### src/logic/mod_arith_pkg.sv
package mod_arith_pkg;

  localparam int OPERAND_W = 400;
  localparam int CHUNK_W = 6;
  localparam int NUM_CHUNKS = (OPERAND_W + CHUNK_W - 1) / CHUNK_W; // 67, last chunk 4 bits
  localparam int RES_W = 6;    // Moduli up to 63
  localparam int SUM_W = 13;   // 67 * 63 fits

  typedef logic [OPERAND_W-1:0] operand_t;
  typedef logic [CHUNK_W-1:0] chunk_t;
  typedef logic [RES_W-1:0] residue_t;
  typedef logic [SUM_W-1:0] sum_t;
  typedef residue_t [NUM_CHUNKS-1:0] residue_vec_t;

  // 2**n mod m by repeated doubling, so no wide intermediate is needed
  function automatic int pow2_mod(input int n, input int m);
    int r;
    r = 1 % m;
    for (int i = 0; i < n; i++)
    begin
      r = (r * 2) % m;
    end
    return r;
  endfunction

endpackage

### src/logic/mod_io_pkg.sv
package mod_io_pkg;

  localparam int TAG_W = 8;

  typedef logic [TAG_W-1:0] tag_t;

  typedef struct packed {
    tag_t                     tag;
    mod_arith_pkg::operand_t  operand;
  } reduce_req_t;

  typedef struct packed {
    tag_t                     tag;
    mod_arith_pkg::residue_t  residue;  // Always below MODULUS
  } reduce_rsp_t;

endpackage

### src/logic/chunk_weight_lut.sv
`timescale 1ns/1ps

module chunk_weight_lut #(
  parameter int MODULUS = 53,
  parameter int CHUNK_IDX = 0
) (
  input  mod_arith_pkg::chunk_t   chunk,
  output mod_arith_pkg::residue_t residue
);
  import mod_arith_pkg::*;

  localparam int LUT_DEPTH = 2 ** CHUNK_W;
  localparam int WEIGHT = pow2_mod(CHUNK_W * CHUNK_IDX, MODULUS); // 2**(6k) mod m

  typedef residue_t [LUT_DEPTH-1:0] lut_t;

  function automatic lut_t build_lut();
    lut_t lut;
    for (int v = 0; v < LUT_DEPTH; v++)
    begin
      lut[v] = residue_t'((v * WEIGHT) % MODULUS);
    end
    return lut;
  endfunction

  localparam lut_t LUT = build_lut();

  assign residue = LUT[chunk]; // Pure ROM lookup

endmodule

### src/logic/chunk_residue_bank.sv
`timescale 1ns/1ps

module chunk_residue_bank #(
  parameter int MODULUS = 53
) (
  input  logic                         clk,
  input  logic                         rst,
  input  logic                         in_valid,
  input  mod_io_pkg::tag_t             in_tag,
  input  mod_arith_pkg::operand_t      operand,
  output logic                         out_valid,
  output mod_io_pkg::tag_t             out_tag,
  output mod_arith_pkg::residue_vec_t  residues
);
  import mod_arith_pkg::*;

  localparam int EXT_W = NUM_CHUNKS * CHUNK_W;

  logic [EXT_W-1:0] operand_ext;
  residue_vec_t lut_out;

  assign operand_ext = {{(EXT_W - OPERAND_W){1'b0}}, operand}; // Top chunk zero padded

  for (genvar k = 0; k < NUM_CHUNKS; k++)
  begin : g_chunk
    chunk_weight_lut #(
      .MODULUS   (MODULUS),
      .CHUNK_IDX (k)
    ) u_lut (
      .chunk   (operand_ext[k*CHUNK_W +: CHUNK_W]),
      .residue (lut_out[k])
    );
  end

  always_ff @(posedge clk)
  begin
    if (rst)
      out_valid <= 1'b0;
    else
      out_valid <= in_valid;
  end

  // Payload only moves on a strobe
  always_ff @(posedge clk)
  begin
    if (in_valid)
    begin
      out_tag  <= in_tag;
      residues <= lut_out;
    end
  end

endmodule

### src/logic/residue_sum_tree.sv
`timescale 1ns/1ps

module residue_sum_tree (
  input  logic                         clk,
  input  logic                         rst,
  input  logic                         in_valid,
  input  mod_io_pkg::tag_t             in_tag,
  input  mod_arith_pkg::residue_vec_t  residues,
  output logic                         out_valid,
  output mod_io_pkg::tag_t             out_tag,
  output mod_arith_pkg::sum_t          sum
);
  import mod_arith_pkg::*;

  localparam int N1 = (NUM_CHUNKS + 2) / 3; // 23
  localparam int N2 = (N1 + 2) / 3;         // 8
  localparam int N3 = (N2 + 2) / 3;         // 3, final adder
  localparam int W1 = RES_W + 2;
  localparam int W2 = W1 + 2;
  localparam int W3 = (W2 + 2 < SUM_W) ? W2 + 2 : SUM_W;

  logic [W1-1:0] lvl1 [N1];
  logic [W2-1:0] lvl2 [N2];
  logic [W3-1:0] lvl3 [N3];
  sum_t total;

  // Missing inputs of a partial group count as zero
  always_comb
  begin
    for (int i = 0; i < N1; i++)
    begin
      lvl1[i] = '0;
      for (int j = 0; j < 3; j++)
        if (3 * i + j < NUM_CHUNKS)
          lvl1[i] = lvl1[i] + W1'(residues[3 * i + j]);
    end
    for (int i = 0; i < N2; i++)
    begin
      lvl2[i] = '0;
      for (int j = 0; j < 3; j++)
        if (3 * i + j < N1)
          lvl2[i] = lvl2[i] + W2'(lvl1[3 * i + j]);
    end
    for (int i = 0; i < N3; i++)
    begin
      lvl3[i] = '0;
      for (int j = 0; j < 3; j++)
        if (3 * i + j < N2)
          lvl3[i] = lvl3[i] + W3'(lvl2[3 * i + j]);
    end
    total = '0;
    for (int j = 0; j < N3; j++)
      total = total + SUM_W'(lvl3[j]);
  end

  always_ff @(posedge clk)
  begin
    if (rst)
      out_valid <= 1'b0;
    else
      out_valid <= in_valid;
  end

  always_ff @(posedge clk)
  begin
    if (in_valid)
    begin
      out_tag <= in_tag;
      sum     <= total;
    end
  end

endmodule

### src/logic/residue_fold.sv
`timescale 1ns/1ps

module residue_fold #(
  parameter int MODULUS = 53
) (
  input  logic                     clk,
  input  logic                     rst,
  input  logic                     in_valid,
  input  mod_io_pkg::tag_t         in_tag,
  input  mod_arith_pkg::sum_t      sum,
  output logic                     rsp_valid,
  output mod_io_pkg::reduce_rsp_t  rsp
);
  import mod_arith_pkg::*;

  localparam int NUM_PASSES = 3;
  localparam int FOLD_W = RES_W + 3; // 63 + 7 * 62 fits

  typedef logic [FOLD_W-1:0] fold_t;
  typedef residue_t [SUM_W-1:0] weight_vec_t;

  // Weight of each sum bit above the residue field
  function automatic weight_vec_t build_weights();
    weight_vec_t w;
    w = '0;
    for (int j = RES_W; j < SUM_W; j++)
    begin
      w[j] = residue_t'(pow2_mod(j, MODULUS));
    end
    return w;
  endfunction

  localparam weight_vec_t WEIGHTS = build_weights();

  function automatic fold_t fold_once(input sum_t v);
    fold_t acc;
    acc = fold_t'(v[RES_W-1:0]);
    for (int j = RES_W; j < SUM_W; j++)
    begin
      if (v[j])
        acc = acc + fold_t'(WEIGHTS[j]);
    end
    return acc;
  endfunction

  fold_t folded;
  residue_t result;

  always_comb
  begin
    folded = fold_once(sum);
    for (int p = 1; p < NUM_PASSES; p++)
      folded = fold_once(sum_t'(folded));
    if (folded >= fold_t'(MODULUS)) // Below 2*MODULUS here
      result = residue_t'(folded - fold_t'(MODULUS));
    else
      result = residue_t'(folded);
  end

  always_ff @(posedge clk)
  begin
    if (rst)
      rsp_valid <= 1'b0;
    else
      rsp_valid <= in_valid;
  end

  always_ff @(posedge clk)
  begin
    if (in_valid)
    begin
      rsp.tag     <= in_tag;
      rsp.residue <= result;
    end
  end

endmodule

### src/logic/mod_reduce_top.sv
`timescale 1ns/1ps

module mod_reduce_top #(
  parameter int MODULUS = 53
) (
  input  logic                     clk,
  input  logic                     rst,
  input  logic                     req_valid,
  input  mod_io_pkg::reduce_req_t  req,
  output logic                     rsp_valid,
  output mod_io_pkg::reduce_rsp_t  rsp
);
  import mod_arith_pkg::*;
  import mod_io_pkg::*;

  logic bank_valid;
  tag_t bank_tag;
  residue_vec_t residues;

  logic tree_valid;
  tag_t tree_tag;
  sum_t sum;

  // Stage 1
  chunk_residue_bank #(
    .MODULUS (MODULUS)
  ) u_bank (
    .clk       (clk),
    .rst       (rst),
    .in_valid  (req_valid),
    .in_tag    (req.tag),
    .operand   (req.operand),
    .out_valid (bank_valid),
    .out_tag   (bank_tag),
    .residues  (residues)
  );

  // Stage 2
  residue_sum_tree u_tree (
    .clk       (clk),
    .rst       (rst),
    .in_valid  (bank_valid),
    .in_tag    (bank_tag),
    .residues  (residues),
    .out_valid (tree_valid),
    .out_tag   (tree_tag),
    .sum       (sum)
  );

  // Stage 3
  residue_fold #(
    .MODULUS (MODULUS)
  ) u_fold (
    .clk       (clk),
    .rst       (rst),
    .in_valid  (tree_valid),
    .in_tag    (tree_tag),
    .sum       (sum),
    .rsp_valid (rsp_valid),
    .rsp       (rsp)
  );

endmodule

### config.mk
export PLATFORM = sky130hd
export DESIGN_NAME = mod_reduce_top
export DESIGN_NICKNAME = d
export VERILOG_FILES = /design/src/logic/mod_arith_pkg.sv /design/src/logic/mod_io_pkg.sv /design/src/logic/chunk_weight_lut.sv /design/src/logic/chunk_residue_bank.sv /design/src/logic/residue_sum_tree.sv /design/src/logic/residue_fold.sv /design/src/logic/mod_reduce_top.sv
export SDC_FILE = /design/constraint.sdc
export NUM_CORES = 2
export LEC_CHECK = 0
export BUFFER_PORTS_ARGS = -buffer_cell sky130_fd_sc_hd__buf_4
export CAP_MARGIN = 20
export CELL_PAD_IN_SITES_DETAIL_PLACEMENT = 1
export CELL_PAD_IN_SITES_GLOBAL_PLACEMENT = 1
export CORE_MARGIN = 3
export CORE_UTILIZATION = 48
export DETAILED_ROUTE_END_ITERATION = 8
export PLACE_DENSITY = 0.85
export SYNTH_ARGS = -nofsm -noshare
export SYNTH_HDL_FRONTEND = slang
export SYNTH_SLANG_ARGS = --single-unit
### constraint.sdc
create_clock -name clk -period 10.6 [get_ports clk]
set_clock_uncertainty 0.2 [all_clocks]
set_input_delay 0.53 -clock clk [delete_from_list [all_inputs] [get_ports clk]]
set_output_delay 0.53 -clock clk [all_outputs]
set_load 0.02 [all_outputs]
Yosys cells after proc, flatten, opt, wreduce, memory -nomap -nowiden
Memory sizes are Yosys's and may differ from the RTL's. A register that Yosys moved wholly into a read port is not among the register bits.
Cells that the tools add are included.
W data, S select, Z words.
Word-level totals
  register bits after elaboration: 46
  bits in read-only memories: 25440
  input port bits: 411
  memories kept: 67
Cells by class
  add/subtract/negate cells: 80
  $lt $le $gt $ge: 1
  multiplexer cells: 14
Memories
  (name not given): depth 64, width 6, read ports 1, clocked after memory_dff 1, wr ports 0, RTL line chunk_weight_lut.sv:28  | assign residue = LUT[chunk];
  (name not given): depth 64, width 6, read ports 1, clocked after memory_dff 1, wr ports 0, RTL line chunk_weight_lut.sv:28
  (name not given): depth 64, width 6, read ports 1, clocked after memory_dff 1, wr ports 0, RTL line chunk_weight_lut.sv:28
  (name not given): depth 64, width 6, read ports 1, clocked after memory_dff 1, wr ports 0, RTL line chunk_weight_lut.sv:28
  (name not given): depth 64, width 6, read ports 1, clocked after memory_dff 1, wr ports 0, RTL line chunk_weight_lut.sv:28
  (name not given): depth 64, width 6, read ports 1, clocked after memory_dff 1, wr ports 0, RTL line chunk_weight_lut.sv:28
  61 more memories
Operator list (number)
  $add A8 B6 Y8: 22
  $add A6 B6 Y7: 22
  $mux W9: 13
  $add A10 B8 Y10: 7
  $add A8 B8 Y9: 7
  $add A9 B6 Y9 const B: 5
  $add A9 B5 Y9 const B: 4
  $add A10 B10 Y11: 3
  $add A12 B10 Y12: 2
  $add A6 B4 Y7 const B: 3
  $add A12 B12 Y13: 1
  $add A13 B12 Y13: 1
  $add A8 B6 Y9: 1
  $add A9 B4 Y9 const B: 1
  $ge A9 B6 Y1 const B: 1
  $mux W6: 1
  $sub A6 B6 Y6 const B: 1

Longest topological paths before layout
  word-level depth: 28
  gate-level depth with buffers: 36
  depth with buffers taken out: 35

Cells and area by module
Synthesis repeated with hierarchy kept, for this count alone.
Second synthesis, totals
  cells, all modules: 8531
  area total of the unflattened synthesis: 74774.2 um^2
By module, submodules not included
  chunk_residue_bank: instances 1, cells each 413, area each 12349.3 um^2, seq. area each 12331.8 um^2
  residue_sum_tree: instances 1, cells each 1019, area each 11283.3 um^2, seq. area each 650.6 um^2
  residue_fold: instances 1, cells each 431, area each 3482.1 um^2, seq. area each 440.4 um^2
  chunk_weight_lut at u_bank.g_chunk[1].u_lut ...: instances 3, cells each 127, area each 874.6 um^2, seq. area each 0.0 um^2
  chunk_weight_lut at u_bank.g_chunk[12].u_lut ...: instances 3, cells each 117, area each 827.0 um^2, seq. area each 0.0 um^2
  chunk_weight_lut at u_bank.g_chunk[28].u_lut ...: instances 3, cells each 106, area each 767.0 um^2, seq. area each 0.0 um^2
  chunk_weight_lut at u_bank.g_chunk[29].u_lut ...: instances 3, cells each 113, area each 757.0 um^2, seq. area each 0.0 um^2
  chunk_weight_lut at u_bank.g_chunk[14].u_lut ...: instances 2, cells each 118, area each 942.2 um^2, seq. area each 0.0 um^2
  chunk_weight_lut at u_bank.g_chunk[32].u_lut ...: instances 2, cells each 117, area each 884.6 um^2, seq. area each 0.0 um^2
  chunk_weight_lut at u_bank.g_chunk[24].u_lut ...: instances 2, cells each 120, area each 848.3 um^2, seq. area each 0.0 um^2
  chunk_weight_lut at u_bank.g_chunk[25].u_lut ...: instances 2, cells each 112, area each 848.3 um^2, seq. area each 0.0 um^2
  chunk_weight_lut at u_bank.g_chunk[19].u_lut ...: instances 2, cells each 121, area each 838.3 um^2, seq. area each 0.0 um^2
  chunk_weight_lut at u_bank.g_chunk[23].u_lut ...: instances 2, cells each 116, area each 832.0 um^2, seq. area each 0.0 um^2
  chunk_weight_lut at u_bank.g_chunk[16].u_lut ...: instances 2, cells each 113, area each 828.3 um^2, seq. area each 0.0 um^2
  +25 rows

Least setup slack after synthesis
Ideal clock, no wire load.
  path type: reg-to-reg
  start: reg u_tree.sum[0]
  end: reg, netlist name u_fold.rsp[2]
  setup time: 259 ps
  arrival: 7342 ps
  setup slack: 2798 ps
  cell stages (with the launch flop): 33
  clock period less this slack: 7802 ps
  path through: edfxtp_1 inv_1 ha_1 and2_1 or2_2 ha_1 nand2_1 o211a_4 inv_2 ha_1 or3_4 a311oi_4 xnor2_2 o22ai_4 xnor3_2 xnor2_2 nor2_4 xnor3_2 mux2_4 a211oi_2 nor3_1 o21ai_0 nand2_1 a21oi_1 inv_1 ha_1 a31oi_1 nand3_1 o221ai_4 a21bo_1 or3_4 o2111ai_1 xnor2_1
On the way
  longest elaborated chain between the ends: 28
  elaborated cells on any way between the ends: 29
Ends and longest elaborated chain
  start, declared: RTL line residue_sum_tree.sv:11  | output mod_arith_pkg::sum_t sum
  start signal, assigned: RTL line residue_sum_tree.sv:69  | sum <= total;
  $add A6 B4 Y7: RTL line residue_fold.sv:41  | acc = acc + fold_t'(WEIGHTS[j]);
  $mux W9 *: RTL line residue_fold.sv:40  | if (v[j])
  $add A9 B5 Y9: RTL line residue_fold.sv:41
  $mux W9 *: RTL line residue_fold.sv:40
  $add A9 B6 Y9: RTL line residue_fold.sv:41
  $mux W9 *: RTL line residue_fold.sv:40
  $add A9 B6 Y9: RTL line residue_fold.sv:41
  $mux W9 *: RTL line residue_fold.sv:40
  [13 not listed]
  $mux W9: RTL line residue_fold.sv:40
  $add A9 B5 Y9: RTL line residue_fold.sv:41
  $mux W9: RTL line residue_fold.sv:40
  $add A9 B6 Y9: RTL line residue_fold.sv:41
  $mux W9 *: RTL line residue_fold.sv:40
  $ge A9 B6 Y1 or $sub A6 B6 Y6 (tied branches): RTL line residue_fold.sv:54, residue_fold.sv:55
  $mux W6 *: RTL line residue_fold.sv:54  | if (folded >= fold_t'(MODULUS))
  via u_fold.result[2]: RTL line residue_fold.sv:47  | residue_t result;
The timed path passes the listed nets; every way through them passes the cells marked *.
A chain may end at the register's enable or synchronous reset.

Final worst setup path
  start: reg u_tree.sum[0]
  end: reg, netlist name u_fold.rsp[1]
On the way
  longest elaborated chain between the ends: 28
  elaborated cells on any way between the ends: 29
Ends and longest elaborated chain (RTL line)
  $add A6 B4 Y7: residue_fold.sv:41
  $mux W9 *: residue_fold.sv:40
  $add A9 B5 Y9: residue_fold.sv:41
  $mux W9 *: residue_fold.sv:40
  $add A9 B6 Y9: residue_fold.sv:41
  $mux W9 *: residue_fold.sv:40
  $add A9 B6 Y9: residue_fold.sv:41
  $mux W9 *: residue_fold.sv:40
  [13 not listed]
  $mux W9: residue_fold.sv:40
  $add A9 B5 Y9: residue_fold.sv:41
  $mux W9: residue_fold.sv:40
  $add A9 B6 Y9: residue_fold.sv:41
  $mux W9 *: residue_fold.sv:40
  $ge A9 B6 Y1 or $sub A6 B6 Y6 (tied branches): residue_fold.sv:54, residue_fold.sv:55
  $mux W6 *: residue_fold.sv:54
  via u_fold.result[1]: residue_fold.sv:47
Marks and branches as above.

==> impl_results.md <==
- Status: finished clean
- Crit path capture type: flop
- H-tree levels: 2
- Setup CP Type: flop to flop
- Mux cell area share after synthesis: under 10%
- Avg Synthesized Cell Area: 7.78 sq um
- DR WL/cell: 20.0 um
- Post-Syn Nets: 10900
- Number of global-route vias before repair: 70500
- Crit path max-delay family: compound AO/OA/AOI/OAI gates
- Row cnt: 142
- Vias per cell: 6.16
- Async SR Flop Fraction: 0%
- CTS resizes: 0
- Postcts setup bufs: 0
- Iteration-0 DRC Markers: 4996
- Final Cycle Share: 83.1%
- Die Height: 396 um
- Max-Slew Margin vs Limit: 33.5%
- Synth Area in Compound Gates: 29.2%
- Register area share after synthesis: between 10% and 20%
- Final nets: 10700
- Slowest-stage cell, CP: xor2_1
- Setup TNS: 0 ns
- Post-Synth Adder-Cell Area: about a fifth
- Via count: ~70000
- Placed cell areas: 76400 sq um
- Count leader, synth: a21oi_1
- Worst setup margin: 1.79 ns
- Initial antenna violation count: 47
- CTS tree: yes
- Post-Syn Area: roughly 73000 sq um
- Largest net degree at the start of global routing: 150
- Top cells by area, synth: edfxtp_1 18%, ha_1 17%, a21oi_1 7.8%, o21ai_0 6.5%, nand2_1 4.1%
- Fin crit period: between 8 and 9 ns
- Synth Warn #: 0
- Xor and xnor area share after synthesis: 6.07%
- Number of flops mapped to enable cells by yosys: 445
- First-pass DRT Iterations: 5
- Crit-path most repeated cell: ha_1
- Fmax: about 110 MHz
- Post-DP HPWL: 170 mm
- Clk buf depth: 3
- Worst setup SP type: flop
- Max-cap violations: 0
- Gpl congestion: 0.881
- Die X-Extent: 396 um
- Worst Tran Pin Value: 0.997 ns
- Worst-Skew Late Latency: 0.70 ns
- Finish-stage setup viols: 0
- Tightest Hold Check Type: primary input to flop
- Synth cell count leaders: 1139 x a21oi_1, 972 x ha_1, 949 x o21ai_0
- Total wire length: 227 mm
- Crit-path max FO: 11
- Leading area contributor after synthesis: edfxtp_1
- Register bit total from synthesis: 448
- GR Overflow Total: 0
- Main combinational cell family by area after synthesis: compound AO/OA/AOI/OAI gates
- Input/output buffers: 425
- Primary FF master, synth: edfxtp_1
- Placeable Area: 150000 sq um
- Fraction of the mapped netlist area in simple logic gates: 13.3%
- Post-Synthesis Cells: 9391
- Post-place setup slack: approximately 1.8 ns
- CTS sink count: 448
- Total GRT Usage: 27.6%
- Total CTS buffers: 61
- Unique masters post-synth: 114
- Max Slew Vio Count: 0
- Layout cells sized above 1: just over 8%
- Total I/O pin count: around 430
- Clk slew on worst S/H paths: ~0.060 ns
- Share of Yosys cell area claimed by the top area cell type: 18.3%
- CP peak stage delay: approximately 0.62 ns
- Initial Util: about half
- DRC viols: 0
- Die area: 157000 sq um
- Final Hold Vio Count: 0
- Post-route ant nets: 0
- Hold buffers post-CTS: 46
- Final instance area: 79000 sq um
- First-pass GRT wire length: 368 mm
- # fillers: 18500
- Worst hold margin: 0.0543 ns
- Worst Path Buf+Inv: 3
- Unrepaired setup endpoints after global routing: no
- Clock tree root driver cell: clkbuf_16
- Arrival time at the worst endpoint: 9.03 ns
- Worst Path Required: 10.82 ns
- P&R area growth vs syn: 8.12%
sequential cells by signal, summed over array words and instances (netlist names):
register	count
u_bank.residues	402
u_fold.rsp	14
u_tree.sum	13
u_fold.rsp_valid	1
u_bank.out_valid	1
u_tree.out_valid	1
u_tree.out_tag	8
u_bank.out_tag	8
layer usage:
| layer | GRT usage, % | routed length [um] | vias up |
|---|---|---|---|
| met5 | 0 | 165 | - |
| met4 | 8.19 | 6490 | 26 |
| met3 | 3.65 | 9820 | 341 |
| met2 | 48.9 | 113000 | 1373 |
| met1 | 34.8 | 97400 | 34400 |
| li1 | - | - | 33900 |
worst min-delay path, cell delays in order:
cell      delay [ns]
buf_4           0.13
nand3_1         0.07
o211ai_1        0.09
cells by family after synthesis:
logic type                 count (synthesis)
DFF                                      448
adders and majority gates               1050
and+or+nand+nor                         2212
AOI/OAI and AO/OA                       3485
xor gates and xnor gates                 489
muxes                                    396
buffers and inverters                   1311
layout make-up:
type | instances | area [sq um] | area share [%]
multi-input cells | 7632 | 54700 | 69.2
flip-flops and latches | 448 | 13400 | 17.0
repair buffers | 476 | 3730 | 4.72
well taps | 2016 | 2520 | 3.19
inverters | 662 | 2480 | 3.14
clock buffers | 68 | 1550 | 1.96
clock inverters | 44 | 504 | 0.638
diodes | 36 | 90.1 | 0.114
per-stage QoR:
step | instances | util (%)
3_3_place_gp | 11200 | 50.8
2_1_floorplan | 9391 | -
5_1_grt | 11400 | 52.5
3_5_place_dp | 11200 | 50.8
6_report | 11400 | 52.5
4_1_cts | 11300 | 52.4
layout by cell type, fill, tap and decap left out, types with 187 or more instances in the layout:
cell type / instances
a21oi_1: 1139
ha_1: 972
o21ai_0: 949
nand2_1: 799
nor2_1: 764
inv_1: 638
edfxtp_1: 445
buf_4: 427
xnor2_1: 329
mux2i_1: 225
a211oi_1: 201
o211ai_1: 187
worst paths after layout:
| check | startpoint | depth (start not counted) | end | slack, ns |
|---|---|---|---|---|
| worst max register to register | u_tree.sum[0] | 32 | u_fold.rsp[1] | 1.79 |
| worst max-delay path | u_tree.sum[0] | 32 | u_fold.rsp[1] | 1.79 |
| worst min-delay path | req[102] | 3 | u_bank.residues[106] | 0.05 |
| worst min register to register | u_tree.out_tag[1] | 0 | u_fold.rsp[7] | 0.22 |
Power is left out: the tool's default activity adds up to more than one toggle a clock period on the data nets, which glitch-free logic cannot reach.
